===== src/include/ooo_settings.svh =====
`ifndef OOO_SETTINGS_SVH
`define OOO_SETTINGS_SVH

`define OOO_XLEN       32  // data and address width.
`define OOO_ROB_DEPTH  7   // usable entries, tags run 1 to 7.
`define OOO_DMEM_WORDS 64  // data memory size in words.

`endif


===== src/ooo_pkg.sv =====
`include "ooo_settings.svh"

package ooo_pkg;

    typedef logic [`OOO_XLEN-1:0] word_t;
    typedef logic [2:0] rob_tag_t;  // 0 means no producer.

    typedef enum logic [4:0] {
        op_add   = 5'b00000,
        op_and   = 5'b00001,
        op_or    = 5'b00010,
        op_sll   = 5'b00011,
        op_srl   = 5'b00100,
        op_slt   = 5'b00101,
        op_sltu  = 5'b00110,
        op_sra   = 5'b00111,
        op_sub   = 5'b01000,
        op_xor   = 5'b01001,
        op_beq   = 5'b01010,
        op_bge   = 5'b01011,
        op_bne   = 5'b01100,
        op_bgeu  = 5'b01101,
        op_lui   = 5'b01110,
        op_auipc = 5'b01111,
        op_jal   = 5'b10000,
        op_jalr  = 5'b10001,
        op_lw    = 5'b10100,
        op_sw    = 5'b11001,
        op_blt   = 5'b11010,
        op_bltu  = 5'b11011,
        op_nop   = 5'b11111
    } op_e;

    typedef enum logic [1:0] {
        redir_branch = 2'd0,
        redir_jal    = 2'd1,
        redir_jalr   = 2'd2
    } redirect_kind_e;

    typedef struct packed {
        op_e        op;
        logic [4:0] rd;
        word_t      pc;
        word_t      imm;
        logic       has_imm;
        word_t      value1;
        word_t      value2;
        rob_tag_t   tag1;
        rob_tag_t   tag2;
    } issue_t;

    typedef struct packed {
        op_e      op;
        rob_tag_t tag;
        word_t    value1;
        rob_tag_t tag1;
        word_t    value2;
        rob_tag_t tag2;
        word_t    imm;
        word_t    pc;
    } dispatch_t;

    typedef struct packed {
        logic     valid;
        rob_tag_t tag;
        word_t    value;  // branches carry 1 for taken.
    } cdb_t;

    typedef struct packed {
        logic       valid;
        logic [4:0] rd;
        rob_tag_t   tag;
        word_t      value;
    } commit_t;

    typedef struct packed {
        logic           valid;
        redirect_kind_e kind;
        word_t          target;
    } redirect_t;

    typedef struct packed {
        word_t    value;
        rob_tag_t tag;  // still waiting when nonzero.
    } operand_t;

    // picks an operand off the bus when its producer broadcasts.
    function automatic operand_t snoop(word_t value, rob_tag_t tag, cdb_t bus);
        operand_t result;
        result.value = value;
        result.tag = tag;
        if (tag != '0 && bus.valid && bus.tag == tag) begin
            result.value = bus.value;
            result.tag = '0;
        end
        return result;
    endfunction

    function automatic logic is_branch(op_e op);
        return op inside {op_beq, op_bne, op_blt, op_bge, op_bltu, op_bgeu};
    endfunction

    function automatic logic is_mem(op_e op);
        return op inside {op_lw, op_sw};
    endfunction

endpackage


===== src/mem_unit.sv =====
`include "ooo_settings.svh"

module mem_unit (
    input  logic               clk,
    input  logic               rst,
    input  ooo_pkg::dispatch_t dispatch,
    input  logic               dispatch_valid,
    input  ooo_pkg::cdb_t      cdb,
    input  ooo_pkg::rob_tag_t  mem_go,
    input  logic               grant,
    output ooo_pkg::cdb_t      request,
    output logic               busy
);
    localparam int words = `OOO_DMEM_WORDS;
    localparam int index_bits = $clog2(words);

    ooo_pkg::word_t        dmem [words];
    ooo_pkg::dispatch_t    slot;
    logic                  held, loaded_valid, go;
    ooo_pkg::word_t        loaded, addr;
    ooo_pkg::operand_t     base, data;
    logic [index_bits-1:0] index;

    assign base = ooo_pkg::snoop(slot.value1, slot.tag1, cdb);
    assign data = ooo_pkg::snoop(slot.value2, slot.tag2, cdb);
    assign addr = base.value + slot.imm;
    assign index = addr[index_bits+1:2];  // word addressed.
    assign go = held && mem_go != '0 && mem_go == slot.tag;
    assign busy = held || loaded_valid || request.valid;

    always_ff @(posedge clk) begin
        if (go) begin
            if (slot.op == ooo_pkg::op_sw) begin
                dmem[index] <= data.value;
            end
            loaded <= (slot.op == ooo_pkg::op_sw) ? '0 : dmem[index];
        end
    end

    always_ff @(posedge clk) begin
        if (!rst) begin
            held <= 1'b0;
            loaded_valid <= 1'b0;
            request <= '0;
        end else begin
            loaded_valid <= go;
            if (dispatch_valid) begin
                held <= 1'b1;
                slot <= dispatch;
            end else if (held) begin
                slot.value1 <= base.value;
                slot.tag1 <= base.tag;
                slot.value2 <= data.value;
                slot.tag2 <= data.tag;
                if (go) begin
                    held <= 1'b0;
                end
            end
            if (loaded_valid) begin
                request <= '{valid: 1'b1, tag: slot.tag, value: loaded};
            end
            if (grant) begin
                request.valid <= 1'b0;
            end
        end
    end

    assert property (@(posedge clk) disable iff (!rst)
        mem_go != '0 |-> held && mem_go == slot.tag)
        else $error("memory go for tag %0d not held by the unit.", mem_go);

    // older producers have all committed once the entry is at the head.
    assert property (@(posedge clk) disable iff (!rst)
        go |-> base.tag == '0 && data.tag == '0)
        else $error("memory access with an unresolved operand.");

endmodule


===== config.mk =====
export PLATFORM = sky130hd
export DESIGN_NAME = mem_unit
export DESIGN_NICKNAME = d
export VERILOG_FILES = /design/src/ooo_pkg.sv /design/src/mem_unit.sv
export VERILOG_INCLUDE_DIRS = /design/src /design/src/include
export SDC_FILE = /design/constraint.sdc
export NUM_CORES = 2
export LEC_CHECK = 0
export BUFFER_PORTS_ARGS = -buffer_cell sky130_fd_sc_hd__buf_2
export CORE_ASPECT_RATIO = 0.7
export CORE_MARGIN = 4
export CORE_UTILIZATION = 35
export DETAILED_ROUTE_END_ITERATION = 12
export PLACE_DENSITY_LB_ADDON = 0.05
export SLEW_MARGIN = 20
export SYNTH_ARGS = -nofsm -noshare
export SYNTH_HDL_FRONTEND = slang
export SYNTH_SLANG_ARGS = --single-unit

===== constraint.sdc =====
create_clock -name clk -period 15.6 [get_ports clk]
set_clock_uncertainty 0.15 [all_clocks]
set_input_delay 1.56 -clock clk [delete_from_list [all_inputs] [get_ports clk]]
set_output_delay 1.56 -clock clk [all_outputs]
set_load 0.03 [all_outputs]

=== After elaboration in Yosys (flattened, before gate mapping) ===
Memories as Yosys holds them, arrays and structs flattened. A register that Yosys moved wholly into a read port is not among the register bits.
Index checks and enable logic that the tools add are counted.

* Output and inout bits: 37
* Bits in registers: 124
* Word-level logic and storage cells: 48
* Bits in writable memories: 2048
* Memories kept: 1
* Input port bits: 185

* Bitwise gates (word level): 1
* Equality and inequality tests: 4
* $add $sub $neg: 1
* Reduce and logical (&&, ||, !) cells: 19
* Mux-type cells: 10

{| class="wikitable"
|+ Memories
! memory !! words !! bits a word !! read ports !! clocked after Yosys merged registers in !! wr ports !! RTL line !! RTL
|-
| dmem || 64 || 32 || 1 || 1 || 1 || mem_unit.sv:17 || <nowiki>ooo_pkg::word_t dmem [words];</nowiki>
|}

{| class="wikitable"
|+ Operator list
! operator !! count
|-
| two-way mux 70 bit || 2
|-
| two-way mux 35 bit || 2
|-
| equality test 3 bit || 3
|-
| nonzero test 3 bit || 3
|-
| adder 8 bit || 1
|-
| logical AND 1 bit || 6
|-
| two-way mux 1 bit || 6
|-
| AND reduction 3 bit || 2
|-
| nonzero test 2 bit || 3
|-
| equality test 5 bit, second input constant || 1
|-
| AND reduction 2 bit || 2
|-
| logical OR 1 bit || 2
|-
| OR reduction 2 bit || 1
|-
| inverter 1 bit || 1
|}

=== Longest topological paths before layout ===
* Depth in word-level cells: 6
* Gate-level depth with buffers: 21
* Mapped depth without buffers: 15

=== Worst setup path after synthesis ===
OpenSTA, ideal clock, no wires.

* Path kind: input to register
* From: in mem_go[0]
* To: mem dmem[48][0] (netlist name), enable pin
* Library setup time: 0.421 ns
* Path buffers: 0
* Data required time: 15.029 ns
* Slack: 7.733 ns
* Cell stages on the path: 7
* Arrival: 7.296 ns
* Cell sequence: xor2_1 nor4_1 nand2_1 nor2_1 and2_1 nand2_1 nor2_1

* Word-level cells in the longest chain between the ends: 5
* Elaborated cells on any way between the ends: 6
* Those cells by class: 1 x eq/ne; 2 x mux; 3 x reduce/logical

{| class="wikitable"
|+ Ends and longest elaborated chain
! what !! RTL line !! RTL
|-
| start: declaration || mem_unit.sv:9 || <nowiki>input ooo_pkg::rob_tag_t mem_go,</nowiki>
|-
| nonzero test 3 bit || mem_unit.sv:28 || <nowiki>assign go = held && mem_go != '0 && mem_go == slot.tag;</nowiki>
|-
| logical AND 1 bit || mem_unit.sv:28 ||
|-
| logical AND 1 bit * || mem_unit.sv:28 ||
|-
| via go || mem_unit.sv:19 || <nowiki>logic held, loaded_valid, go;</nowiki>
|-
| two-way mux 1 bit * || mem_unit.sv:32 || <nowiki>if (go) begin</nowiki>
|-
| two-way mux 1 bit (not written as such) * || mem_unit.sv:34 || <nowiki>dmem[index] <= data.value;</nowiki>
|-
| end: declaration || mem_unit.sv:17 ||
|}

Mark *: on every way through the listed nets, which the timed path passes. The rest lies on a longest branch.

=== Final worst setup path ===
* From: in cdb[34] (netlist name)
* To: reg loaded[18], read port of dmem (data pin)

* Word-level cells in the longest chain between the ends: 4

{| class="wikitable"
|+ Ends and longest elaborated chain
! what !! RTL line !! RTL
|-
| start: declaration || mem_unit.sv:8 || <nowiki>input ooo_pkg::cdb_t cdb,</nowiki>
|-
| equality test 3 bit || ooo_pkg.sv:92 || <nowiki>if (tag != '0 && bus.valid && bus.tag == tag) begin</nowiki>
|-
| logical AND 1 bit || ooo_pkg.sv:92 ||
|-
| two-way mux 35 bit || ooo_pkg.sv:92 ||
|-
| adder 8 bit || mem_unit.sv:26 || <nowiki>assign addr = base.value + slot.imm;</nowiki>
|-
| end: declaration || mem_unit.sv:20 || <nowiki>ooo_pkg::word_t loaded, addr;</nowiki>
|}

Every way passes these cells. The select of a mux whose other input is x is not followed.
A chain may end at the register's enable or synchronous reset.

==> results.toml <==
[sta]
fmax_mhz = 127
fin_crit_ps = 7890
maxSlewViolCount = 0
tightest_slew_ps = 1090
slew_headroom_pct = 27.2
rsz0062_at_grt = "no"
hold_viol_final = 0
fin_crit_sh_pct = 50.6
fin_setup_tns_ps = 0
setup-violations-final = 0

[cells_and_area]
fin_nets = 4655
final_util_pct = 40.7
syn_to_final_growth_pct = 15.1
fin_cells = 7844
drive_gt1_share_pct = 27.2

[placement]
portBuffers = 141
hpwl_mm = 138
place_inst = 7424
routabilityCongestion = 0.733

[logic_synthesis]
synth_edf_count = 2142
synthDistinctLibCells = 63
synth_cells = 4181
synth_top_area_cell = "edfxtp_1"
ys_ff_latch = 2180
ys.flop_type = "edfxtp_1"
syn_area_sq_um = 84800
synth.yosys.seq_area_share_pct = 76.8
synth_top_cell_area_share_pct = 75.9
syn-mean-instance-area_sq_um = 20.3
synthArstFlopShare_pct = 0
syn_nets = 4375
netlist_top_cells_area = "edfxtp_1, mux4_2, a22oi_1"
yosysWarningCount = 0

[hold_path]
min_path_type = "reg2reg"

[global_routing]
grt_use_met3_pct = 3.86
grt_use_met2_pct = 29.7
grt_pass1_wl_mm = 356
grt.total_usage_pct = 20.2
grt_util_met1_pct = 31.1
grt_max_degree = 113
grt.overflow.total = 0
gr-max-usage-layer = "met1"
antenna_found_initial = 21
grt_pass1_vias = 43280

[floorplanning]
row_count = 150
die-area_sq_um = 250000
dieWidth_um = 596
coreArea_sq_um = 240000
io_pins = 222
initial_core_util_pct = 35.3
dieHeight_um = 420

[route]
vias_per_cell = 5.51
drc_errors = 0
postRouteAntennaNets = 0
first_pass_iters = 5
wl_mm = 257
dr_total_vias = 43256
wire_per_inst_um = 32.7
drt-initial-drc-count = 4611

[worst_setup_path]
crit_chain = "buf_2 > or2_1 > o21a_1 > nor2_2 > mux2_2 > ha_1 > buf_4 > inv_1 > nor2_1 > a21oi_1 > and3_4 > buf_4 > buf_4 > mux4_2 > a22oi_1 > a211oi_1 > or4_1"
worstPathMaxFanout = 54
worst-path-buf-inv = 5
startpoint_type = "input pin"
path_common_cell = "buf_4"
arrival_ps = 8340
critPathMaxStageDelay_ps = 780
critPathTopFamily = "buffers and inverters"
cp-end-kind = "flop"
critPathKind = "in2reg"
critical_path.slowest_cell = "buf_4"
cp.required_ps = 16050

[clock_tree]
postCtsHoldBufs = 0
cts_resized = 0
cts_setup_buffers = 0
insertion_delay_ps = 910
cts.path.max_buffers = 4
cts_tree = "yes"
cts.clk_slew.worst_paths_ps = 60
cts.htree.levels = 4
cts_sinks = 2180
numCtsBuffers = 227
root_buffer = "clkbuf_16"

[pwr]
leakagePower_nw = 30.0
ir_worst_vdd_mv = 0.0887
p_per_area_nw_per_um2 = 146

[run]
maxCapViolations = 0

[run_status]
status = "finished, final reports clean"
Yosys cell counts (all sizes together), types with 12 or more instances:
cell type,instances
edfxtp,2142
mux4,460
a22oi,200
nand2,194
a21oi,149
clkbuf,136
nor2,133
buf,118
a211oi,99
mux2,77
nor4,64
mux2i,47
nor3,42
dfxtp,38
nor2b,37
o22ai,31
or4,31
a221oi,28
o21ai,28
nand3,19
and2,12
cell type report:
type / instances / area (sq um)
diodes: 8 / 20.0
clock buffers: 282 / 5930
clock inverters: 130 / 1110
fillers: 21281 / 142000
inverters: 6 / 22.5
multi-input cells: 1741 / 19300
flip-flops and latches: 2180 / 65100
well taps: 3192 / 3990
repair buffers: 305 / 2060
worst reg2reg max path: stages, from the launching register on:
cell and delay (ps):
edfxtp_1 370, or2_1 260, o21a_1 230, nor2_2 430, mux2_2 420, ha_1 280
buf_4 250, inv_1 700, nor2_1 110, a21oi_1 280, and3_4 460, buf_4 680
buf_4 860, mux4_2 520, a22oi_1 320, a211oi_1 250, or4_1 640
layer usage:
| layer | vias up | wire [um] |
|---|---|---|
| li1 | 18118 | - |
| met2 | 1464 | 112000 |
| met4 | 4 | 5950 |
| met1 | 23339 | 122000 |
| met5 | - | 27 |
| met3 | 331 | 16900 |
final timing paths:
check	start	end	slack (ps)	depth (start not counted)
setup / recovery	cdb[34]	loaded[18]$_SDFFCE_PN0P_	7710	17
hold / removal	request[35]$_SDFFE_PP0P_	request[35]$_SDFFE_PP0P_	340	2
setup reg to reg	slot[101]$_DFFE_PP_	loaded[18]$_SDFFCE_PN0P_	8140	16
hold reg to reg	request[35]$_SDFFE_PP0P_	request[35]$_SDFFE_PP0P_	340	2
per-stage QoR:
stage,hold slack [ps],cell area (sq um),total power [W],worst slack (ps)
floorplan,329,84800,0.00817,7730
global placement,330,90500,0.00912,6760
detailed placement,344,90500,0.00912,6800
CTS,352,97500,0.0144,7750
global route,388,97500,0.0148,7410
finish,343,97500,0.0142,7710
kinds of logic (layout without fill, tap and decap cells):
family	count (synthesis)	after routing	share of synthesized area [%]
AND/OR/NAND/NOR	552	552	3.11
adder cells (fa/ha/maj)	9	9	0.133
AO/OA/AOI/OAI	580	580	4.68
multiplexers	584	584	13.8
flip-flops	2180	2180	76.8
other	0	8	0
XOR/XNOR	16	16	0.174
buffers and inverters	260	723	1.33
state kept, by name, summed over array words and instances (netlist names):
register	count
request	36
loaded_valid	1
loaded	32
held	1
slot	62
dmem	2048
power breakdown:
part / switching, W / internal, W / total (W)
clock: 0.00229 / 0.00298 / 0.00527
sequential: 0.0000102 / 0.00653 / 0.00654
combinational: 0.00153 / 0.000873 / 0.00241
placed cells by master (no fill, tap or decap), types with 77 or more instances in the layout:
cell / synthesis / final
clkbuf_16: 0 / 229
a22oi_1: 200 / 200
a21oi_1: 148 / 148
mux2_2: 77 / 77
buf_2: 79 / 141
nand2_1: 194 / 190
mux4_2: 460 / 460
buf_4: 13 / 154
a211oi_1: 99 / 99
edfxtp_1: 2142 / 2142
(Power assumes the default switching activity.)
