**config.mk**
```make
export PLATFORM = sky130hd
export DESIGN_NAME = alu_unit
export DESIGN_NICKNAME = d
export VERILOG_FILES = /design/src/ooo_pkg.sv /design/src/alu_unit.sv
export VERILOG_INCLUDE_DIRS = /design/src /design/src/include
export SDC_FILE = /design/constraint.sdc
export NUM_CORES = 1
export LEC_CHECK = 0
export BUFFER_PORTS_ARGS = -buffer_cell sky130_fd_sc_hd__buf_4
export CAP_MARGIN = 20
export CORE_MARGIN = 2
export CORE_UTILIZATION = 37
export DETAILED_ROUTE_END_ITERATION = 7
export PLACE_DENSITY = 0.65
export SYNTH_ARGS = -nofsm -noshare
export SYNTH_HDL_FRONTEND = slang
export SYNTH_SLANG_ARGS = --single-unit
```
**constraint.sdc**
```tcl
create_clock -name clk -period 9.9 [get_ports clk]
set_input_delay 0.495 -clock clk [delete_from_list [all_inputs] [get_ports clk]]
set_output_delay 0.495 -clock clk [all_outputs]
set_load 0.01 [all_outputs]
```
**src/include/ooo_settings.svh**
```systemverilog
`ifndef OOO_SETTINGS_SVH
`define OOO_SETTINGS_SVH

`define OOO_XLEN       32  // data and address width.
`define OOO_ROB_DEPTH  7   // usable entries, tags run 1 to 7.
`define OOO_DMEM_WORDS 64  // data memory size in words.

`endif

```
**src/ooo_pkg.sv**
```systemverilog
`include "ooo_settings.svh"

package ooo_pkg;

    typedef logic [`OOO_XLEN-1:0] word_t;
    typedef logic [2:0] rob_tag_t;  // 0 means no producer.

    typedef enum logic [4:0] {
        op_add   = 5'b00000,
        op_and   = 5'b00001,
        op_or    = 5'b00010,
        op_sll   = 5'b00011,
        op_srl   = 5'b00100,
        op_slt   = 5'b00101,
        op_sltu  = 5'b00110,
        op_sra   = 5'b00111,
        op_sub   = 5'b01000,
        op_xor   = 5'b01001,
        op_beq   = 5'b01010,
        op_bge   = 5'b01011,
        op_bne   = 5'b01100,
        op_bgeu  = 5'b01101,
        op_lui   = 5'b01110,
        op_auipc = 5'b01111,
        op_jal   = 5'b10000,
        op_jalr  = 5'b10001,
        op_lw    = 5'b10100,
        op_sw    = 5'b11001,
        op_blt   = 5'b11010,
        op_bltu  = 5'b11011,
        op_nop   = 5'b11111
    } op_e;

    typedef enum logic [1:0] {
        redir_branch = 2'd0,
        redir_jal    = 2'd1,
        redir_jalr   = 2'd2
    } redirect_kind_e;

    typedef struct packed {
        op_e        op;
        logic [4:0] rd;
        word_t      pc;
        word_t      imm;
        logic       has_imm;
        word_t      value1;
        word_t      value2;
        rob_tag_t   tag1;
        rob_tag_t   tag2;
    } issue_t;

    typedef struct packed {
        op_e      op;
        rob_tag_t tag;
        word_t    value1;
        rob_tag_t tag1;
        word_t    value2;
        rob_tag_t tag2;
        word_t    imm;
        word_t    pc;
    } dispatch_t;

    typedef struct packed {
        logic     valid;
        rob_tag_t tag;
        word_t    value;  // branches carry 1 for taken.
    } cdb_t;

    typedef struct packed {
        logic       valid;
        logic [4:0] rd;
        rob_tag_t   tag;
        word_t      value;
    } commit_t;

    typedef struct packed {
        logic           valid;
        redirect_kind_e kind;
        word_t          target;
    } redirect_t;

    typedef struct packed {
        word_t    value;
        rob_tag_t tag;  // still waiting when nonzero.
    } operand_t;

    // picks an operand off the bus when its producer broadcasts.
    function automatic operand_t snoop(word_t value, rob_tag_t tag, cdb_t bus);
        operand_t result;
        result.value = value;
        result.tag = tag;
        if (tag != '0 && bus.valid && bus.tag == tag) begin
            result.value = bus.value;
            result.tag = '0;
        end
        return result;
    endfunction

    function automatic logic is_branch(op_e op);
        return op inside {op_beq, op_bne, op_blt, op_bge, op_bltu, op_bgeu};
    endfunction

    function automatic logic is_mem(op_e op);
        return op inside {op_lw, op_sw};
    endfunction

endpackage

```
**src/alu_unit.sv**
```systemverilog
module alu_unit (
    input  logic               clk,
    input  logic               rst,
    input  ooo_pkg::dispatch_t dispatch,
    input  logic               dispatch_valid,
    input  ooo_pkg::cdb_t      cdb,
    input  logic               grant,
    output ooo_pkg::cdb_t      request,
    output logic               busy
);
    ooo_pkg::dispatch_t slot;
    logic               held;
    ooo_pkg::operand_t  op1, op2;

    function automatic ooo_pkg::word_t execute(ooo_pkg::op_e op, ooo_pkg::word_t a,
                                               ooo_pkg::word_t b, ooo_pkg::word_t imm);
        case (op)
            ooo_pkg::op_add:  return a + b;
            ooo_pkg::op_sub:  return a - b;
            ooo_pkg::op_and:  return a & b;
            ooo_pkg::op_or:   return a | b;
            ooo_pkg::op_xor:  return a ^ b;
            ooo_pkg::op_sll:  return a << b[4:0];
            ooo_pkg::op_srl:  return a >> b[4:0];
            ooo_pkg::op_sra:  return ooo_pkg::word_t'($signed(a) >>> b[4:0]);
            ooo_pkg::op_slt:  return ooo_pkg::word_t'($signed(a) < $signed(b));
            ooo_pkg::op_sltu: return ooo_pkg::word_t'(a < b);
            ooo_pkg::op_beq:  return ooo_pkg::word_t'(a == b);  // 1 means taken.
            ooo_pkg::op_bne:  return ooo_pkg::word_t'(a != b);
            ooo_pkg::op_blt:  return ooo_pkg::word_t'($signed(a) < $signed(b));
            ooo_pkg::op_bge:  return ooo_pkg::word_t'($signed(a) >= $signed(b));
            ooo_pkg::op_bltu: return ooo_pkg::word_t'(a < b);
            ooo_pkg::op_bgeu: return ooo_pkg::word_t'(a >= b);
            ooo_pkg::op_jalr: return (a + imm) & ~ooo_pkg::word_t'(1);  // jump target.
            default:          return '0;
        endcase
    endfunction

    assign op1 = ooo_pkg::snoop(slot.value1, slot.tag1, cdb);
    assign op2 = ooo_pkg::snoop(slot.value2, slot.tag2, cdb);
    assign busy = held || request.valid;

    always_ff @(posedge clk) begin
        if (!rst) begin
            held <= 1'b0;
            request <= '0;
        end else begin
            if (dispatch_valid) begin
                held <= 1'b1;
                slot <= dispatch;
            end else if (held) begin
                slot.value1 <= op1.value;
                slot.tag1 <= op1.tag;
                slot.value2 <= op2.value;
                slot.tag2 <= op2.tag;
                if (op1.tag == '0 && op2.tag == '0) begin
                    held <= 1'b0;
                    request.valid <= 1'b1;
                    request.tag <= slot.tag;
                    request.value <= execute(slot.op, op1.value, op2.value, slot.imm);
                end
            end
            if (grant) begin
                request.valid <= 1'b0;
            end
        end
    end

    assert property (@(posedge clk) disable iff (!rst)
        request.valid && !grant |=> request == $past(request))
        else $error("ALU request changed before its grant.");

endmodule

```
; ---- Yosys cells after proc, flatten, opt, wreduce, memory -nomap -nowiden
; Index checks and enable logic that the tools add are counted.
[totals]
register_bits = 147
in_bits = 182
wordCells = 72
[op_classes]
n_addsub = 3
order_cmp = 4
n_eq_ne = 20
shifts = 3
muxes = 8
bitwise_logic = 5
n_reduce_logical = 18
[ops]
columns = operator, count
row1 = $pmux W32 S15, 1
row2 = $mux W70, 2
row3 = $mux W35, 2
row4 = $add A32 B32 Y32, 2
row5 = $ge A32 B32 Y1, 2
row6 = $lt A32 B32 Y1, 2
row7 = $and A32 B32 Y32, 1
row8 = $eq A32 B32 Y1, 1
row9 = $ne A32 B32 Y1, 1
row10 = $or A32 B32 Y32, 1
row11 = $shl A32 B5 Y32, 1
row12 = $shr A32 B5 Y32, 1
row13 = $sshr A32 B5 Y32, 1
row14 = $sub A32 B32 Y32, 1
row15 = $xor A32 B32 Y32, 1
row16 = $eq A5 B4 Y1 const B, 6
row17 = $eq A5 B3 Y1 const B, 4
row18 = $eq A5 B5 Y1 const B, 3
row19 = $eq A5 B2 Y1 const B, 2
row20 = $eq A3 B3 Y1, 2
row21 = $logic_not A3 Y1, 2
row22 = $reduce_bool A3 Y1, 2
row23 = $reduce_or A2 Y1, 3
row24 = $eq A5 B1 Y1 const B, 1
row25 = other kinds (8), 16

; ---- Logic depth before layout (Yosys ltp)
[logic_depth]
depth_word = 9
depth_mapped = 20
mapped_depth_nobuf = 18

; ---- Worst setup path before layout
; No wires, ideal clock.
[synth_path]
path_kind = in2reg
from = input port cdb[32] in the netlist's numbering
to = register request[31] in the netlist's numbering
arrival_time_ns = 5.215
required_ns = 9.805
setup_slack_ns = 4.590
path_stages = 19
path_cell_list = xnor2_1 > nand4_1 > buf_2 > nor2_1 > mux2i_1 > clkbuf_1 > clkbuf_1 > ha_1 > clkbuf_1 > nor2_1 > a221oi_1 > a21oi_1 > a211o_1 > a31o_2 > o31a_1 > a41o_1 > mux2i_1 > a211oi_1 > a221oi_1
[synth_via]
elab_chain_len = 6
word_cells_on_any_way = 20
cone_classes = add/sub: 3 / eq/ne: 2 / shift: 3 / mux: 3 / bitwise: 3 / reduce/logical: 6
[synth_rtl]
columns = element, line
row1 = start: declaration, alu_unit.sv:6  ; input ooo_pkg::cdb_t cdb,
row2 = branches (longest 6 deep; another with $add A32 B32 Y32), -
row3 = end: declaration, alu_unit.sv:8  ; output ooo_pkg::cdb_t request,
; Several ways; the timed one is not identified.
; A chain may end at the register's enable or synchronous reset.

; ---- Final worst setup path
[layout_path]
from = register slot[101] in the netlist's numbering
to = register request[0] in the netlist's numbering
[layout_via]
elab_chain_len = 7
word_cells_on_any_way = 23
cone_classes = add/sub: 2 / order compare: 4 / eq/ne: 3 / shift: 3 / mux: 2 / bitwise: 3 / reduce/logical: 6
[layout_rtl]
columns = element, line
row1 = start: declaration, alu_unit.sv:11  ; ooo_pkg::dispatch_t slot;
row2 = start signal: assignment, alu_unit.sv:50  ; slot <= dispatch;
row3 = $reduce_bool A3 Y1, ooo_pkg.sv:92  ; if (tag != '0 && bus.valid && bus.tag == tag) begin
row4 = $logic_and A1 B1 Y1 (2 in a row), ooo_pkg.sv:92
row5 = $mux W35 (*), ooo_pkg.sv:92
row6 = branches (longest 3 deep; another with $sub A32 B32 Y32), -
; Mark *: on every way between the ends.

==> impl_metrics.csv <==
group,metric,value,unit
outcome,status,"finished clean",
finish,area_delta_synth_final,14.4,%
pwr,power_frac_comb,0.540,
timing,max_clock_freq,150,MHz
worst_setup_path,critical_path_class,"reg -> reg",
finish,final_area,21400,sq um
logic_synthesis,yosysUniqueCellTypes,96,
timing,period_share,0.672,
pwr,p_clk_frac,0.223,
timing,min_period,6.65,ns
clock_tree,clock_latency,0.52,ns
placement,postPlaceCellArea,20800,sq um
clock_tree,tritoncts,"built",
timing,worst_slew_pin_slew,1.31,ns
pwr,p_sw,1.52,mW
pwr,p_leak,8.43,nW
global_routing,grt_usage,0.440,
floorplanning,ios,219,
worst_setup_path,path_cells,"xor2_1 > nor4b_4 > nand2_1 > a21oi_1 > inv_1 > ha_1 > nor3_1 > a21oi_1 > nand2_1 > a31oi_1 > o21ai_1 > a211oi_2 > o211ai_1 > mux2i_1 > o41a_1",
worst_setup_path,path_delay_family,"compound AO/OA/AOI/OAI gates",
logic_synthesis,synth_seq_cells,147,
min_path,hold_depth,2,
worst_setup_path,r2r_cells,15,
floorplanning,coreArea,50100,sq um
worst_setup_path,crit_fanout,14,
worst_setup_path,required,10.30,ns
logic_synthesis,synth_top_area_cell,"edfxtp_1",
global_routing,grt_pass1_vias,20700,
worst_setup_path,r2r-start,"slot[101]",
min_path,hold_start,"grant",
finish,layout-drive-gt1-share,0.182,
min_path,min_path_type,"in -> reg",
finish,final_cell_mix,"buf_4 (249), nand2_1 (233), a21oi_1 (214)",
floorplanning,initial_core_util,0.374,
worst_setup_path,critPathMaxStageDelay,0.94,ns
worst_setup_path,r2r_end,"request[0]",
min_path,hold_end,"request[35]",
pwr,p_per_area,142,nW/um^2
clock_tree,cts_sinks,147,
placement,dp_cells,3146,
detailed_routing,num_vias,22300,
floorplanning,die-area,52400,sq um
logic_synthesis,ys.flop_type,"edfxtp_1",
timing,fin_hold_ws,0.138,ns
timing,fin_setup_tns,0,ns
logic_synthesis,yosysWarnings,0,
worst_setup_path,cp.arrival,7.05,ns
detailed_routing,vias_per_cell,6.99,
placement,post-dp-hpwl,92.2,mm
worst_setup_path,setup.worst_path.start,"slot[101]",
logic_synthesis,synth_top_area_frac,0.177,
clock_tree,htreeDepth,4,
clock_tree,hold_buffers,0,
logic_synthesis,synth_area,18700,sq um
detailed_routing,wl_per_cell,37.2,um
clock_tree,numCtsBuffers,17,
logic_synthesis,syn_inst,2383,
clock_tree,cts_setup_buffers,0,
clock_tree,cts_resized,0,
worst_setup_path,cp-start-kind,"flop",
finish,final_nets,2809,
timing,rsz0062_at_grt,"false",
worst_setup_path,crit_slowest_cell,"nor4b_4",
pwr,p_seq_frac,0.238,
clock_tree,cts_buffer_depth,2,
detailed_routing,wirelength,118,mm
run,drv_cap,0,
global_routing,grt_max_degree,60,
floorplanning,die_h,229,um
logic_synthesis,ys_seq_area_frac,0.216,
logic_synthesis,synth_edf_count,110,
pwr,internal_power,1.52,mW
detailed_routing,dr.pass1.iters,8,
worst_setup_path,cp_num_buf_inv,1,
pwr,ir_drop,0.143,mV
timing,maxSlewViolCount,0,
detailed_routing,drc,0,
clock_tree,cts-root-buf,"clkbuf_16",
floorplanning,rows,82,
global_routing,grt_pass1_wl,162,mm
detailed_routing,first_iter_violations,3406,
timing,setup_viol,0,
worst_setup_path,endpoint_kind,"flop",
logic_synthesis,syn-num-nets,2698,
logic_synthesis,synth_area_leaders,"edfxtp_1 (18%), ha_1 (8.7%), mux2_2 (6.7%)",
logic_synthesis,async_flop_share,0,
logic_synthesis,syn_area_per_cell,7.85,sq um
worst_setup_path,ff2ff_setup_slack,3.25,ns
global_routing,antenna_found_initial,10,
timing,finClkSkew,0.0160,ns
placement,place.gp.congestion,1.10,
detailed_routing,ant_nets,0,
placement,placement.io_buffers,186,
finish,final_common_cell,"buf_4",
floorplanning,die_w,229,um
timing,hold_viol,0,
finish,stdcell_count,3182,
global_routing,overflow,0,
clock_tree,clk_pin_slew,0.08,ns
pwr,sw_frac_of_total,0.500,
timing,slew_headroom,0.126,
[state kept, by name, summed over array words and instances, names as in the netlist]
signal / cells
held: 1
request: 36
slot: 110
[worst max path at each step]
stage / end / slack (ns) / cells after the start
after floorplan: request[31] / 4.59 / 19
after global placement: request[0] / 3.52 / 16
after detailed placement: request[0] / 3.52 / 16
after CTS: request[0] / 3.61 / 15
after global routing: request[0] / 3.07 / 15
final: request[0] / 3.25 / 15
[power by group through the flow]
stage | clock network [mW] | registers (mW) | logic, mW
floorplan | 0 | 0.727 | 0.916
global placement | 0 | 0.734 | 1.54
detailed placement | 0 | 0.736 | 1.54
CTS | 0.686 | 0.722 | 1.55
global route | 0.702 | 0.726 | 1.68
finish | 0.678 | 0.723 | 1.64
[synth_stat cells, types with 39 or more instances]
cell type	count
nand2_1	236
a21oi_1	214
nor2_1	186
o21ai_0	147
ha_1	130
clkbuf_1	116
mux2_2	112
edfxtp_1	110
mux2i_1	100
inv_1	95
nand3_1	78
nor3_1	49
o211ai_1	46
nand4_1	39
[final cells by class]
cell class / count / area [sq um]
tap: 672 / 841
multi-input combinational: 1970 / 13700
clock inverter: 15 / 134
fill: 5194 / 28700
clock buffer: 17 / 425
timing repair buffer: 250 / 1870
sequential: 147 / 4040
antenna: 3 / 7.51
inverter: 108 / 405
[logic make-up after synthesis]
family,after synthesis,share of synthesized area
AOI/OAI and AO/OA,829,0.295
xor gates and xnor gates,46,0.0215
adders and majority gates,133,0.0902
buffers and inverters,266,0.0563
DFF,147,0.216
muxes,225,0.135
and+or+nand+nor,737,0.186
[stage by stage]
stage / utilization / power (mW) / setup slack, ns
after floorplan: - / 1.64 / 4.59
after global routing: 0.427 / 3.11 / 3.07
after CTS: 0.427 / 2.96 / 3.61
after detailed placement: 0.416 / 2.28 / 3.52
final: 0.427 / 3.04 / 3.25
after global placement: 0.416 / 2.27 / 3.52
[layer usage]
layer	track usage	vias to the layer above	part of all wire
li1	-	9298	-
met5	0	-	0.00019
met1	0.569	10900	0.40
met4	0.293	4	0.077
met3	0.126	343	0.12
met2	0.634	1720	0.41
Power figures use the tool's default switching activity.
