$ cat src/include/ooo_settings.svh
`ifndef OOO_SETTINGS_SVH
`define OOO_SETTINGS_SVH

`define OOO_XLEN       32  // data and address width.
`define OOO_ROB_DEPTH  7   // usable entries, tags run 1 to 7.
`define OOO_DMEM_WORDS 64  // data memory size in words.

`endif

$ cat src/ooo_pkg.sv
`include "ooo_settings.svh"

package ooo_pkg;

    typedef logic [`OOO_XLEN-1:0] word_t;
    typedef logic [2:0] rob_tag_t;  // 0 means no producer.

    typedef enum logic [4:0] {
        op_add   = 5'b00000,
        op_and   = 5'b00001,
        op_or    = 5'b00010,
        op_sll   = 5'b00011,
        op_srl   = 5'b00100,
        op_slt   = 5'b00101,
        op_sltu  = 5'b00110,
        op_sra   = 5'b00111,
        op_sub   = 5'b01000,
        op_xor   = 5'b01001,
        op_beq   = 5'b01010,
        op_bge   = 5'b01011,
        op_bne   = 5'b01100,
        op_bgeu  = 5'b01101,
        op_lui   = 5'b01110,
        op_auipc = 5'b01111,
        op_jal   = 5'b10000,
        op_jalr  = 5'b10001,
        op_lw    = 5'b10100,
        op_sw    = 5'b11001,
        op_blt   = 5'b11010,
        op_bltu  = 5'b11011,
        op_nop   = 5'b11111
    } op_e;

    typedef enum logic [1:0] {
        redir_branch = 2'd0,
        redir_jal    = 2'd1,
        redir_jalr   = 2'd2
    } redirect_kind_e;

    typedef struct packed {
        op_e        op;
        logic [4:0] rd;
        word_t      pc;
        word_t      imm;
        logic       has_imm;
        word_t      value1;
        word_t      value2;
        rob_tag_t   tag1;
        rob_tag_t   tag2;
    } issue_t;

    typedef struct packed {
        op_e      op;
        rob_tag_t tag;
        word_t    value1;
        rob_tag_t tag1;
        word_t    value2;
        rob_tag_t tag2;
        word_t    imm;
        word_t    pc;
    } dispatch_t;

    typedef struct packed {
        logic     valid;
        rob_tag_t tag;
        word_t    value;  // branches carry 1 for taken.
    } cdb_t;

    typedef struct packed {
        logic       valid;
        logic [4:0] rd;
        rob_tag_t   tag;
        word_t      value;
    } commit_t;

    typedef struct packed {
        logic           valid;
        redirect_kind_e kind;
        word_t          target;
    } redirect_t;

    typedef struct packed {
        word_t    value;
        rob_tag_t tag;  // still waiting when nonzero.
    } operand_t;

    // picks an operand off the bus when its producer broadcasts.
    function automatic operand_t snoop(word_t value, rob_tag_t tag, cdb_t bus);
        operand_t result;
        result.value = value;
        result.tag = tag;
        if (tag != '0 && bus.valid && bus.tag == tag) begin
            result.value = bus.value;
            result.tag = '0;
        end
        return result;
    endfunction

    function automatic logic is_branch(op_e op);
        return op inside {op_beq, op_bne, op_blt, op_bge, op_bltu, op_bgeu};
    endfunction

    function automatic logic is_mem(op_e op);
        return op inside {op_lw, op_sw};
    endfunction

endpackage

$ cat src/cdb_arbiter.sv
module cdb_arbiter (
    input  logic          clk,
    input  logic          rst,
    input  ooo_pkg::cdb_t alu_request,
    input  ooo_pkg::cdb_t mem_request,
    output ooo_pkg::cdb_t cdb,
    output logic          alu_grant,
    output logic          mem_grant
);
    logic last_mem;  // memory unit won the last contested cycle.
    logic contested;

    assign contested = alu_request.valid && mem_request.valid;
    assign alu_grant = alu_request.valid && (!mem_request.valid || last_mem);
    assign mem_grant = mem_request.valid && (!alu_request.valid || !last_mem);
    assign cdb = alu_grant ? alu_request : (mem_grant ? mem_request : ooo_pkg::cdb_t'('0));

    always_ff @(posedge clk) begin
        if (!rst) begin
            last_mem <= 1'b1;
        end else if (contested) begin
            last_mem <= mem_grant;
        end
    end

    // a request that loses a contested cycle wins the next one.
    assert property (@(posedge clk) disable iff (!rst)
        alu_request.valid && !alu_grant |=> alu_grant)
        else $error("ALU request passed over twice in a row.");

    assert property (@(posedge clk) disable iff (!rst)
        mem_request.valid && !mem_grant |=> mem_grant)
        else $error("memory request passed over twice in a row.");

endmodule

$ cat config.mk
export PLATFORM = sky130hd
export DESIGN_NAME = cdb_arbiter
export DESIGN_NICKNAME = d
export VERILOG_FILES = /design/src/ooo_pkg.sv /design/src/cdb_arbiter.sv
export VERILOG_INCLUDE_DIRS = /design/src /design/src/include
export SDC_FILE = /design/constraint.sdc
export NUM_CORES = 1
export LEC_CHECK = 0
export BUFFER_PORTS_ARGS = -buffer_cell sky130_fd_sc_hd__buf_2
export CAP_MARGIN = 25
export CORE_ASPECT_RATIO = 1.1
export CORE_MARGIN = 1
export CORE_UTILIZATION = 22
export CTS_CLUSTER_SIZE = 12
export DETAILED_ROUTE_END_ITERATION = 7
export GPL_TIMING_DRIVEN = 0
export PLACE_DENSITY = 0.77
export SLEW_MARGIN = 40
export SYNTH_ARGS = -nofsm -noshare
export SYNTH_HDL_FRONTEND = slang
export SYNTH_SLANG_ARGS = --single-unit
$ cat constraint.sdc
create_clock -name clk -period 1.2 [get_ports clk]
set_input_delay 0.18 -clock clk [delete_from_list [all_inputs] [get_ports clk]]
set_output_delay 0.18 -clock clk [all_outputs]
set_load 0.05 [all_outputs]
Yosys cells after proc, flatten, opt, wreduce, memory -nomap -nowiden --
Index checks and enable logic that the tools add are counted.
Word-level totals: register bits after elaboration 1, bits of input ports 74, output and inout bits 38, logic and storage cells 11
Operators by class: muxes and demuxes 2, reductions and logical operators 8
Operators with widths (number):
- 36-bit 2-to-1 mux | 2
- 1-bit logical AND | 3
- 1-bit zero test | 3
- 1-bit logical OR | 2

Longest topological paths before layout --
Gate-level depths: netlist of run 1.
word-level depth 5, mapped depth 4, depth with buffers taken out 2

Worst setup path after synthesis of run 1 --
No wires, ideal clock.
kind reg2out, start register last_mem, end output cdb[26] (netlist bit), arrival 1299 ps, data required time 1020 ps, slack -279 ps, cell stages (with the launch flop) 4, buffers on the path 1, cells stage by stage dfxtp_1 a21boi_4 buf_4 a32o_1
RTL lines:
- from (decl) | line cdb_arbiter.sv:10 | logic last_mem;
- from (signal assigned) | line cdb_arbiter.sv:22 | last_mem <= mem_grant;
- to (decl) | line cdb_arbiter.sv:6 | output ooo_pkg::cdb_t cdb,

==> results of run 1 <==
## per-stage QoR
stage / utilization (%) / TNS (ns) / cells / hold slack (ns)
after floorplan: - / -1.47 / 54 / 0.256
after global placement: 51.9 / -6.92 / 195 / 0.360
after detailed placement: 51.9 / -7.70 / 195 / 0.370
after CTS: 66.1 / -2.03 / 201 / 0.370
after global routing: 66.6 / -3.19 / 201 / 0.385
final: 66.6 / -2.34 / 201 / 0.364
## placed cells by master (no fill, tap or decap), drive strengths merged
cell type | Yosys | routed
buf | 9 | 123
dfxtp | 1 | 1
nand2b | 1 | 2
clkbuf | 2 | 4
a21oi | 1 | 1
o21ai | 1 | 1
and2 | 1 | 1
and3 | 1 | 1
a21boi | 1 | 1
a32o | 35 | 35
or2 | 1 | 1
## power groups by stage
stage          clock network [uW]  logic [uW]  registers [uW]
2_1_floorplan                   0         621            39.4
5_1_grt                         0        1110            41.1
3_3_place_gp                    0         846            39.8
3_5_place_dp                    0         857            40.1
4_1_cts                         0        1060            40.5
6_report                        0        1070            40.8
## kinds of logic (layout without fill, tap and decap cells)
group | Yosys count | in the layout | synth area share, %
buffers and inverters | 11 | 127 | 18.0
and+or+nand+nor | 4 | 5 | 4.92
AOI/OAI and AO/OA | 38 | 38 | 73.3
DFF | 1 | 1 | 3.75
## cell type report
cell class                      instances  area share (%)
Timing Repair Buffer                  117            57.2
Buffer                                 10            7.93
Multi-Input combinational cell         43            31.0
Tap cell                               30            2.48
Sequential cell                         1            1.40
## worst max-delay path by stage
stage,from,end,cells past startpoint
floorplan,last_mem,cdb[26],3
global route,last_mem,cdb[28],4
CTS,last_mem,cdb[28],4
global placement,mem_request[35],cdb[25],5
detailed placement,mem_request[35],cdb[17],5
finish,last_mem,cdb[28],4
## layer usage
metal	up-vias	GRT usage, %
met1	492	22.8
met5	-	0
met3	0	4.24
li1	497	-
met4	0	0
met2	69	50.0
## timing repair
action | 4_1_cts | 5_1_grt
buffers inserted | 4 | 0
endpoints found under the setup margin | 38 | 38
gates resized for setup | 89 | 7
pin swaps | 1 | 0
cloned | 3 | 0
==> results summary, run 1 <==
At the pin with the least slew margin, the transition time is 0.198 ns. With fillers left out, the area of the finished cells amounts to ~1500 um2. In this run, the number of DRC markers left after iteration 0 of detailed routing was 12. The weighted congestion reported at the end of routability-driven placement is between 0.6 and 0.7. The number of antenna diodes in the final layout is 0. The number of violations of the max-capacitance limit is 0.

The share of the synthesized area in the top cell type is a little under half. The routed length per instance came out at roughly 16 um. Setup slack on the worst reg-to-reg path comes out at 0.47 ns. The count of nets left with antenna violations once routing finished came out at 0.

The HPWL after detailed placement is between 2000 and 2500 um. The number of enable flip-flop cells after synthesis came out at 0. OpenSTA, run right after detailed placement, puts the worst setup slack at -0.271 ns.

The total iterations of the first detailed-routing run came out at 4. The portion of the clock cycle consumed by the worst path in the final layout is 107%. The via count of the first global-routing pass came out at just under 1000. The global-route wire length before repair came out at 4630 um. The total of flip-flops plus latches after synthesis came out at 1. The DRC violation count after routing is 0. The arrival time reported for the critical path endpoint came out at approximately 1.1 ns. The net count after synthesis is about 130. The average size of a mapped cell came out at 9.89 um2. The dominant cell by count in the synthesized netlist is sky130_fd_sc_hd__a32o_1. The number of antenna violations at the first check in global routing came out at 0. The area growth from synthesis to layout came out at 183%. The switching power total is approximately 610 uW.

The wire length on met1 is ~1100 um. The clock tree skew after final layout is 0 ns. For this block, the routed nets add up to 3180 um of wire.

The reg-to-reg critical path startpoint is last_mem. Setup repair after global routing could not meet its margin everywhere. The register with the most flip-flops is last_mem. The total power consumption of the routed design came out at between 1000 and 1500 uW. Traced cell by cell, the critical path runs through nand2b_4 > buf_8 > a32o_2 > buf_6. The detailed-route vias per instance came out at between 5 and 6. The endpoint kind of the worst setup timing path is an output pin. For this run, the number of Yosys warnings is 0.

The final hold violation count was 0. The number of cells on the worst hold path came out at 2. The number of flip-flops in the largest register is 1.

Of all flip-flops after synthesis, the portion carrying an async set or reset was 0%. The switching share of power is around 55%. The die span in x came out at between 40 and 50 um.

From bottom edge to top edge, the die measures roughly 54 um. The count of fill cells added during filler insertion came out at 194. The peak clock frequency supported by timing is slightly below 800 MHz. The static power due to leakage is 0.000902 uW. The total of endpoints with negative setup slack in the final report came out at 36.

Summing all placed instances gives a cell area of 1180 um2. After synthesis, the cell types taking the most area are sky130_fd_sc_hd__a32o_1 47%, sky130_fd_sc_hd__a32o_2 21%, sky130_fd_sc_hd__buf_8 8.4%. The buffers plus inverters on the worst setup path is 2.

The part of the total power dissipated in combinational logic came out at 96.3%. The maximum fanout encountered on the critical timing path is 10. The power density normalized to cell area came out at between 700 and 800 nW/um2. IR analysis of the VDD net gives a maximum drop of ~0.47 mV.

The sequential share of power is roughly 3.7%. In the detailed route, the total length drawn on met2 is roughly 1800 um. After detailed routing, no signal wire sits above met3.

The largest total area in the synthesized netlist belongs to sky130_fd_sc_hd__a32o_1. The source-to-sink clock delay at the later pin of the worst-skew pair came out at 0 ns. The worst stage delay on the critical path is between 0.3 and 0.4 ns.

The initial cell density of the core came out at around a quarter. The reg-to-reg endpoint is last_mem. The floorplan row count came out at 18. The setup path with the least slack is of type flip-flop to output pin. Summing every instance area after synthesis gives 534 um2. The sequential cell area fraction in the yosys report is 3.75%.

The pin count of the biggest net entering global routing came out at 11. After clock tree synthesis, the clock-pin slew on the worst setup and hold paths is 0 ns. The post-synthesis cell count is 54. The final count of pins violating max slew is 0. The sink of the worst hold path is last_mem. The headroom to the max-slew limit is 86.8%. The total overflow left after global routing is 0. At the worst endpoint, the required time is ~1.0 ns.

After clock tree synthesis, the flow added hold-fix buffers numbering 0. For this design, the slowest cell found on the critical path is sky130_fd_sc_hd__dfxtp_2. The final-stage net count is ~250. The setup slack after layout came out at -0.0895 ns. The final reports fail on setup timing.

The total vias in the final route is 1058. The area taken by flip-flops and latches is approximately 21 um2. Ranked by instance count, the synthesized netlist is headed by 25 x sky130_fd_sc_hd__a32o_1, 10 x sky130_fd_sc_hd__a32o_2, 3 x sky130_fd_sc_hd__buf_4, 3 x sky130_fd_sc_hd__buf_8.

The path class of the tightest hold or removal check is input pin to flip-flop. The post-route netlist has a little over nine tenths of its cells at a drive strength greater than 1. The number of distinct standard cells referenced by the synthesized netlist came out at 15. The flow ran to the end, but the final reports show violations.

The combined global-route utilization of all metal layers is about 22%. The primary flip-flop cell chosen by synthesis mapping is sky130_fd_sc_hd__dfxtp_1. Grouping stages by cell kind, the critical path spends the most delay in flip-flops. During I/O placement, the number of pins put on the boundary was around 110. In this run the most critical hold path is launched from rst.

The internal portion of the total power is approximately 500 uW. The clock power share came out at 0%. In the final layout, the multi-input gates occupy ~470 um2. The category of the worst setup path launch point is a flip-flop. For the finished layout, the period the worst path requires is 1.29 ns.

The floorplan die area came out at between 2000 and 3000 um2. Counting cells, the worst reg-to-reg path comes to 2. The largest registers in the layout are last_mem: 1 flops.

The number of port buffers came out at roughly 110. In this run the standard cell core region covers roughly 2300 um2. The amount of wire on met3 after detailed routing came out at 263 um.
Note: power is estimated with default switching activity, not from simulation.
==> run 2: changes to the inputs <==
--- a/config.mk
+++ b/config.mk
@@ -15,6 +15,7 @@
 export DETAILED_ROUTE_END_ITERATION = 7
 export GPL_TIMING_DRIVEN = 0
 export PLACE_DENSITY = 0.77
+export REMOVE_ABC_BUFFERS = 1
 export SLEW_MARGIN = 40
 export SYNTH_ARGS = -nofsm -noshare
 export SYNTH_HDL_FRONTEND = slang
==> run 2 against run 1 <==
Effect of this change:
- the run still ends with setup timing left
- global-route usage shrank 2.0 points
- setup slack improved by 0.079 ns
- sequential share of layout area grew 0.24 points
- total power fell by 2.3%
- combinational power about the same
- critical path depth down 1
- worst hold slack got worse by 0.0021 ns
- core utilization down 3.0 points
- register-to-register slack worse by 0.02 ns
- cell count shrank 3.5%
- clock skew is the same
- final area down 4.5%
==> results summary, run 2 (synthesis gave the netlist of run 1 again) <==
The run finished, with violations left. The final reports fail on setup timing. STA classifies the critical path startpoint as a flip-flop. The leftover overflow at the end of global routing came out at 0.

The number of ports placed on the die boundary is approximately 110. The layer carrying the most global-route usage is met2. In this run the register-to-register setup slack is 0.45 ns. The peak clock frequency supported by timing came out at 826 MHz. The critical setup path kind is flip-flop to output pin. Subtracting the final worst setup slack from the clock period gives between 1 and 1.5 ns.

For this run, global-route usage on met2 was measured as a little over two fifths. From left edge to right edge, the die measures about 50 um. 0 antenna diodes ended up in the layout.

Timing analysis after detailed placement gives a worst setup slack of -0.772 ns. The floorplan die area came out at 2630 um2. The area growth from synthesis to layout is 171%. The number of flip-flops in the largest register was 1. The floorplan row count is 18.

The maximum vdd ir drop came out at between 0.4 and 0.5 mV. STA classifies the critical path endpoint as an output pin. Once detailed placement completed, the half-perimeter wirelength came to 1850 um.

The worst hold path belongs to the class input pin to flip-flop. After routing, the total negative slack on setup checks comes to -0.0499 ns. The sink of the worst hold path is last_mem. The clock transition at the registers of the reported paths came out at 0 ns. The fraction of layout instances using a drive strength above 1 is 90.2%.

The worst reg-to-reg path cell count came out at 2. The largest registers in the layout are last_mem: 1 flops. The final layout contains 240 nets. The combined global-route utilization of all metal layers is 20.5%. The endpoint identified for the worst register-to-register timing path is last_mem. The headroom to the max-slew limit came out at between 80% and 90%. The detailed-route vias per instance came out at 5.60. The library cells used most frequently in the layout, excluding fill and tap cells, are 73 x sky130_fd_sc_hd__buf_2, 35 x sky130_fd_sc_hd__buf_6, 22 x sky130_fd_sc_hd__a32o_2. The setup slack after layout came out at -0.0106 ns. The final count of pins violating max slew came to 0.

The count of fill cells added during filler insertion came out at ~200. The via count of the first global-routing pass was 895. The pin count of the biggest net entering global routing came out at 42.

The DRC violation count after routing came out at 0. The portion of the clock cycle consumed by the worst path in the final layout is 101%. The die height came out at 53.7 um. The global-route wire length before repair came out at roughly 4300 um.

The clock tree skew after final layout is 0 ns. The hold path startpoint is rst. The critical path data required time is 1.02 ns.

The number of violations reported at the end of detailed-routing iteration 0 is 27. The cts-stage hold buffer count is 0. The final hold violation count was 0. The total iterations of the first detailed-routing run came out at 4. At the pin with the least slew margin, the transition time is ~0.25 ns. The floorplan step defined a core boundary enclosing between 2000 and 2500 um2. The number of cells on the worst hold path is 2. The number of port buffers is about 110.

The met1 demand-to-capacity share in global routing is between 20% and 30%. For the worst setup path, the data arrival time is between 1 and 1.5 ns. In this run the remaining antenna-violating nets after routing total 0.

Setup violations remaining at the end of the flow were counted as 8. The number of antenna violations at the first check in global routing is 0. The total vias in the final route is approximately 1100. Setup repair after global routing could not meet its margin everywhere. In this run the worst path has a maximum fanout of 9. In the global route stage, met3 resource usage came out at about 2.8%. The number of violations of the max-capacitance limit came out at 0. The register with the most flip-flops is last_mem.

In this run the static leakage power is between 0.0008 and 0.0009 uW. Routability-driven placement finished with a final weighted congestion of around 0.67. The power density normalized to cell area came out at 750 nW/um2.

The reg-to-reg critical path startpoint is last_mem. The source-to-sink clock delay at the later pin of the worst-skew pair is 0 ns. The initial cell density of the core came out at a little under a quarter.

The detailed-route wire length came out at ~3400 um. The library cell used most frequently in the layout, excluding fill and tap cells, is sky130_fd_sc_hd__buf_2. After layout, the design draws a total of 1080 uW.

After detailed routing, the average wire length per cell comes to 17.7 um.
==> run 2: how the worst max path moves through the flow <==
stage | end | startpoint
after floorplan | cdb[0] | last_mem
after global placement | cdb[10] | last_mem
after detailed placement | cdb[5] | alu_request[35]
after CTS | cdb[16] | last_mem
after global routing | cdb[29] | last_mem
final | cdb[3] | last_mem
==> run 2: critical path, cell delays in order, from the launching register on <==
cell and delay, ns:
sky130_fd_sc_hd__dfxtp_4 0.36, sky130_fd_sc_hd__nand2b_4 0.20, sky130_fd_sc_hd__a32o_1 0.30, sky130_fd_sc_hd__buf_6 0.16
==> run 2: cell type report <==
cell class	count	area (um2)	share of cell area (%)
multi-input cells	46	500	34.6
flip-flops and latches	1	23.8	1.64
well taps	30	37.5	2.60
repair buffers	117	885	61.2
==> run 2: stage by stage <==
step | instance area (um2) | hold WS [ns] | util [%] | std cells
finish | 1450 | 0.362 | 63.6 | 194
global route | 1450 | 0.373 | 63.6 | 194
CTS | 1360 | 0.362 | 59.8 | 193
detailed placement | 1030 | 0.366 | 45.4 | 184
global placement | 1030 | 0.359 | 45.3 | 184
floorplan | 438 | 0.256 | - | 43
==> run 2: power breakdown <==
group | total [uW] | internal [uW] | switching (uW)
registers | 43.0 | 35.8 | 7.20
logic | 1040 | 436 | 606
clock network | 0 | 0 | 0
total | 1080 | 471 | 613
==> run 2: repair_timing <==
item / CTS / global route
setup buffers: 5 / 0
pin swaps: 2 / 2
resized for setup: 78 / 20
gates cloned: 4 / 1
setup endpoints to repair: 38 / 36
==> run 2: layer usage <==
metal,vias to the layer above,wire [um]
li1,489,-
met1,516,1240
met2,79,1890
met3,2,287
met4,0,19
met5,-,0
==> run 3: changes to the inputs <==
--- a/config.mk
+++ b/config.mk
@@ -8,13 +8,15 @@
 export LEC_CHECK = 0
 export BUFFER_PORTS_ARGS = -buffer_cell sky130_fd_sc_hd__buf_2
 export CAP_MARGIN = 25
+export CELL_PAD_IN_SITES_DETAIL_PLACEMENT = 1
+export CELL_PAD_IN_SITES_GLOBAL_PLACEMENT = 1
 export CORE_ASPECT_RATIO = 1.1
 export CORE_MARGIN = 1
-export CORE_UTILIZATION = 22
+export CORE_UTILIZATION = 12
 export CTS_CLUSTER_SIZE = 12
 export DETAILED_ROUTE_END_ITERATION = 7
 export GPL_TIMING_DRIVEN = 0
-export PLACE_DENSITY = 0.77
+export PLACE_DENSITY_LB_ADDON = 0.1
 export REMOVE_ABC_BUFFERS = 1
 export SLEW_MARGIN = 40
 export SYNTH_ARGS = -nofsm -noshare
==> run 3 against run 2 <==
Effect of this change:
- routed wire length is 10% higher
- sequential share of layout area decreased by 0.087 points
- global-route usage shrank 6.7 points
- core utilization fell by 28 points
- the flow still finishes with violations (setup timing)
- clock skew did not move
- total power rose by 2.4%
- critical path type is now input pin to output pin
- critical endpoint is now cdb[6]
- highest routed layer is now met3
- sequential power fell by 4%
==> results summary, run 3 (synthesis gave the netlist of run 1 again) <==
The flow ran to the end, but the final reports show violations. The final reports fail on setup timing. The initial cell density of the core came out at between 10% and 20%. The detailed-placement wirelength estimate is 2080 um.

The setup slack after layout came out at -0.103 ns. The top cell types in the final layout, fill and taps aside, are 72 x sky130_fd_sc_hd__buf_2, 32 x sky130_fd_sc_hd__buf_6, 21 x sky130_fd_sc_hd__a32o_2. The portion of the clock cycle consumed by the worst path in the final layout is 109%. The weighted congestion reported at the end of routability-driven placement is 0.704.

The DRC violation count after routing is 0. The maximum vdd ir drop is approximately 0.26 mV. The instance area after placement is around 1100 um2.

The post-route netlist has 89.6% of its cells at a drive strength greater than 1. The tool flagged a number of max-cap violations equal to 0. The sink of the worst hold path is last_mem. Relative to the synthesized area, the layout overhead comes to 186%. The worst hold path begins at rst. The core footprint is 4290 um2. The cts-stage hold buffer count is 0. The setup path with the least slack is of type input pin to output pin. The final worst hold slack came out at about 0.36 ns. The peak clock frequency supported by timing is 768 MHz. Global routing finished with a remaining overflow of 0.

The worst setup path is launched from an input pin. The largest registers in the layout are last_mem: 1 flops. The combined global-route utilization of all metal layers came out at ~14%.

The total iterations of the first detailed-routing run is 4. After detailed routing, the number of vias per cell comes to 4.91. The via count of the first global-routing pass was 1108. The reg-to-reg critical path startpoint is last_mem.

The number of cells on the worst hold path came out at 2. Buffers placed on the I/O ports in this run total about 110. Summing all non-filler instances in the final layout gives an area of between 1500 and 2000 um2. The headroom to the max-slew limit is a little over four fifths.

The setup slack on the worst flop-to-flop path is 0.46 ns. The clock transition at the registers of the reported paths is 0 ns. The count of fill cells added during filler insertion is 502. The share of the core filled with cells is roughly 36%.

The final count of pins violating max slew is 0. The number of violations reported at the end of detailed-routing iteration 0 came out at 21. The final-stage net count is 240. The static power due to leakage is 0.000837 uW. The commonest non-fill, non-tap cell in the layout is sky130_fd_sc_hd__buf_2. The number of diodes is 0. last_mem holds more flip-flops than any other register.

STA classifies the critical path endpoint as an output pin. The total vias in the final route is ~1100. The final hold violation count is 0.

The number of antenna violations at the first check in global routing is 0. In the final routed layout, each cell accounts on average for about 17 um. At the worst endpoint, the required time is roughly 1 ns.

The arrival time reported for the critical path endpoint came out at between 1 and 1.5 ns. Setup violations remaining at the end of the flow were counted as 22. The maximum fanout encountered on the critical timing path is 11. The power density normalized to cell area came out at ~730 nW/um2. In this run the worst hold path is classified as input pin to flip-flop. The detailed-route wire length came out at 3780 um. The reg-to-reg endpoint is last_mem. The first global-routing pass estimated a little over 5000 um of wire. The die height came out at around 70 um. The residual antenna-violating net count after detailed routing came out at 0.

The number of flip-flops in the largest register came out at 1. Across the routed clock network, the largest skew measured is 0 ns. The die covers 4720 um2. Setup repair after global routing could not meet its margin everywhere. The die span in x came out at roughly 66 um. The worst reg-to-reg path cell count is 2.

The number of ports placed on the die boundary came out at between 100 and 150. The total power consumption of the routed design came out at about 1100 uW. The source-to-sink clock delay at the later pin of the worst-skew pair is 0 ns. The floorplan has 25 rows. The final critical-path required period is 1.30 ns. The pin count of the biggest net entering global routing is between 40 and 50. The slew of the pin with the lowest slew margin is between 0.2 and 0.3 ns. At the placement stage, the worst setup path has a slack of -0.674 ns.
## run 3: cell types whose count changed in the layout (fill, tap and decap cells not counted), sizes merged
cell    before  now
a21boi       2    1
clkbuf       2    3
## run 3: cell type report
cell class	instances	area, um2	share of cell area [%]
Timing Repair Buffer	118	956	62.6
Multi-Input combinational cell	45	480	31.4
Sequential cell	1	23.8	1.56
Tap cell	54	67.6	4.42
## run 3: repair_timing
action	4_1_cts	5_1_grt
endpoints found under the setup margin	39	37
buffers inserted	4	0
hold endpoints to repair	0	0
resized for setup	92	16
pin swaps	1	7
cloned	5	2
## run 3: critical path, cell delays in order
cell and delay, ns:
sky130_fd_sc_hd__buf_12 0.12, sky130_fd_sc_hd__a21boi_4 0.14, sky130_fd_sc_hd__buf_6 0.14, sky130_fd_sc_hd__buf_16 0.14, sky130_fd_sc_hd__a32o_2 0.24, sky130_fd_sc_hd__buf_8 0.15
## run 3: worst max path at each step
stage                               start      end  slack, ns
after floorplan                  last_mem   cdb[0]      -0.66
after global placement           last_mem   cdb[9]      -1.00
after detailed placement  alu_request[35]   cdb[2]      -0.67
after CTS                        last_mem  cdb[31]      -0.10
after global routing             last_mem   cdb[5]      -0.13
final                     mem_request[35]   cdb[6]      -0.10
## run 3: through the flow
stage               std cells  setup TNS (ns)
detailed placement        209          -22.35
CTS                       218           -3.01
global route              218           -2.92
global placement          208          -35.87
floorplan                  43          -22.84
finish                    218           -1.79
## run 3: per-layer routing
layer  vias to the layer above  share of wire, %  track usage [%]
met5                         -                 0                0
met4                         0                 0                0
met3                         0               9.4             2.67
met2                        70                55             27.4
met1                       511                35             15.5
li1                        489                 -                -
## run 3: where the power goes
part / total, uW / internal (uW) / switching [uW]
clock: 0 / 0 / 0
sequential: 41.3 / 35.8 / 5.48
combinational: 1070 / 464 / 605
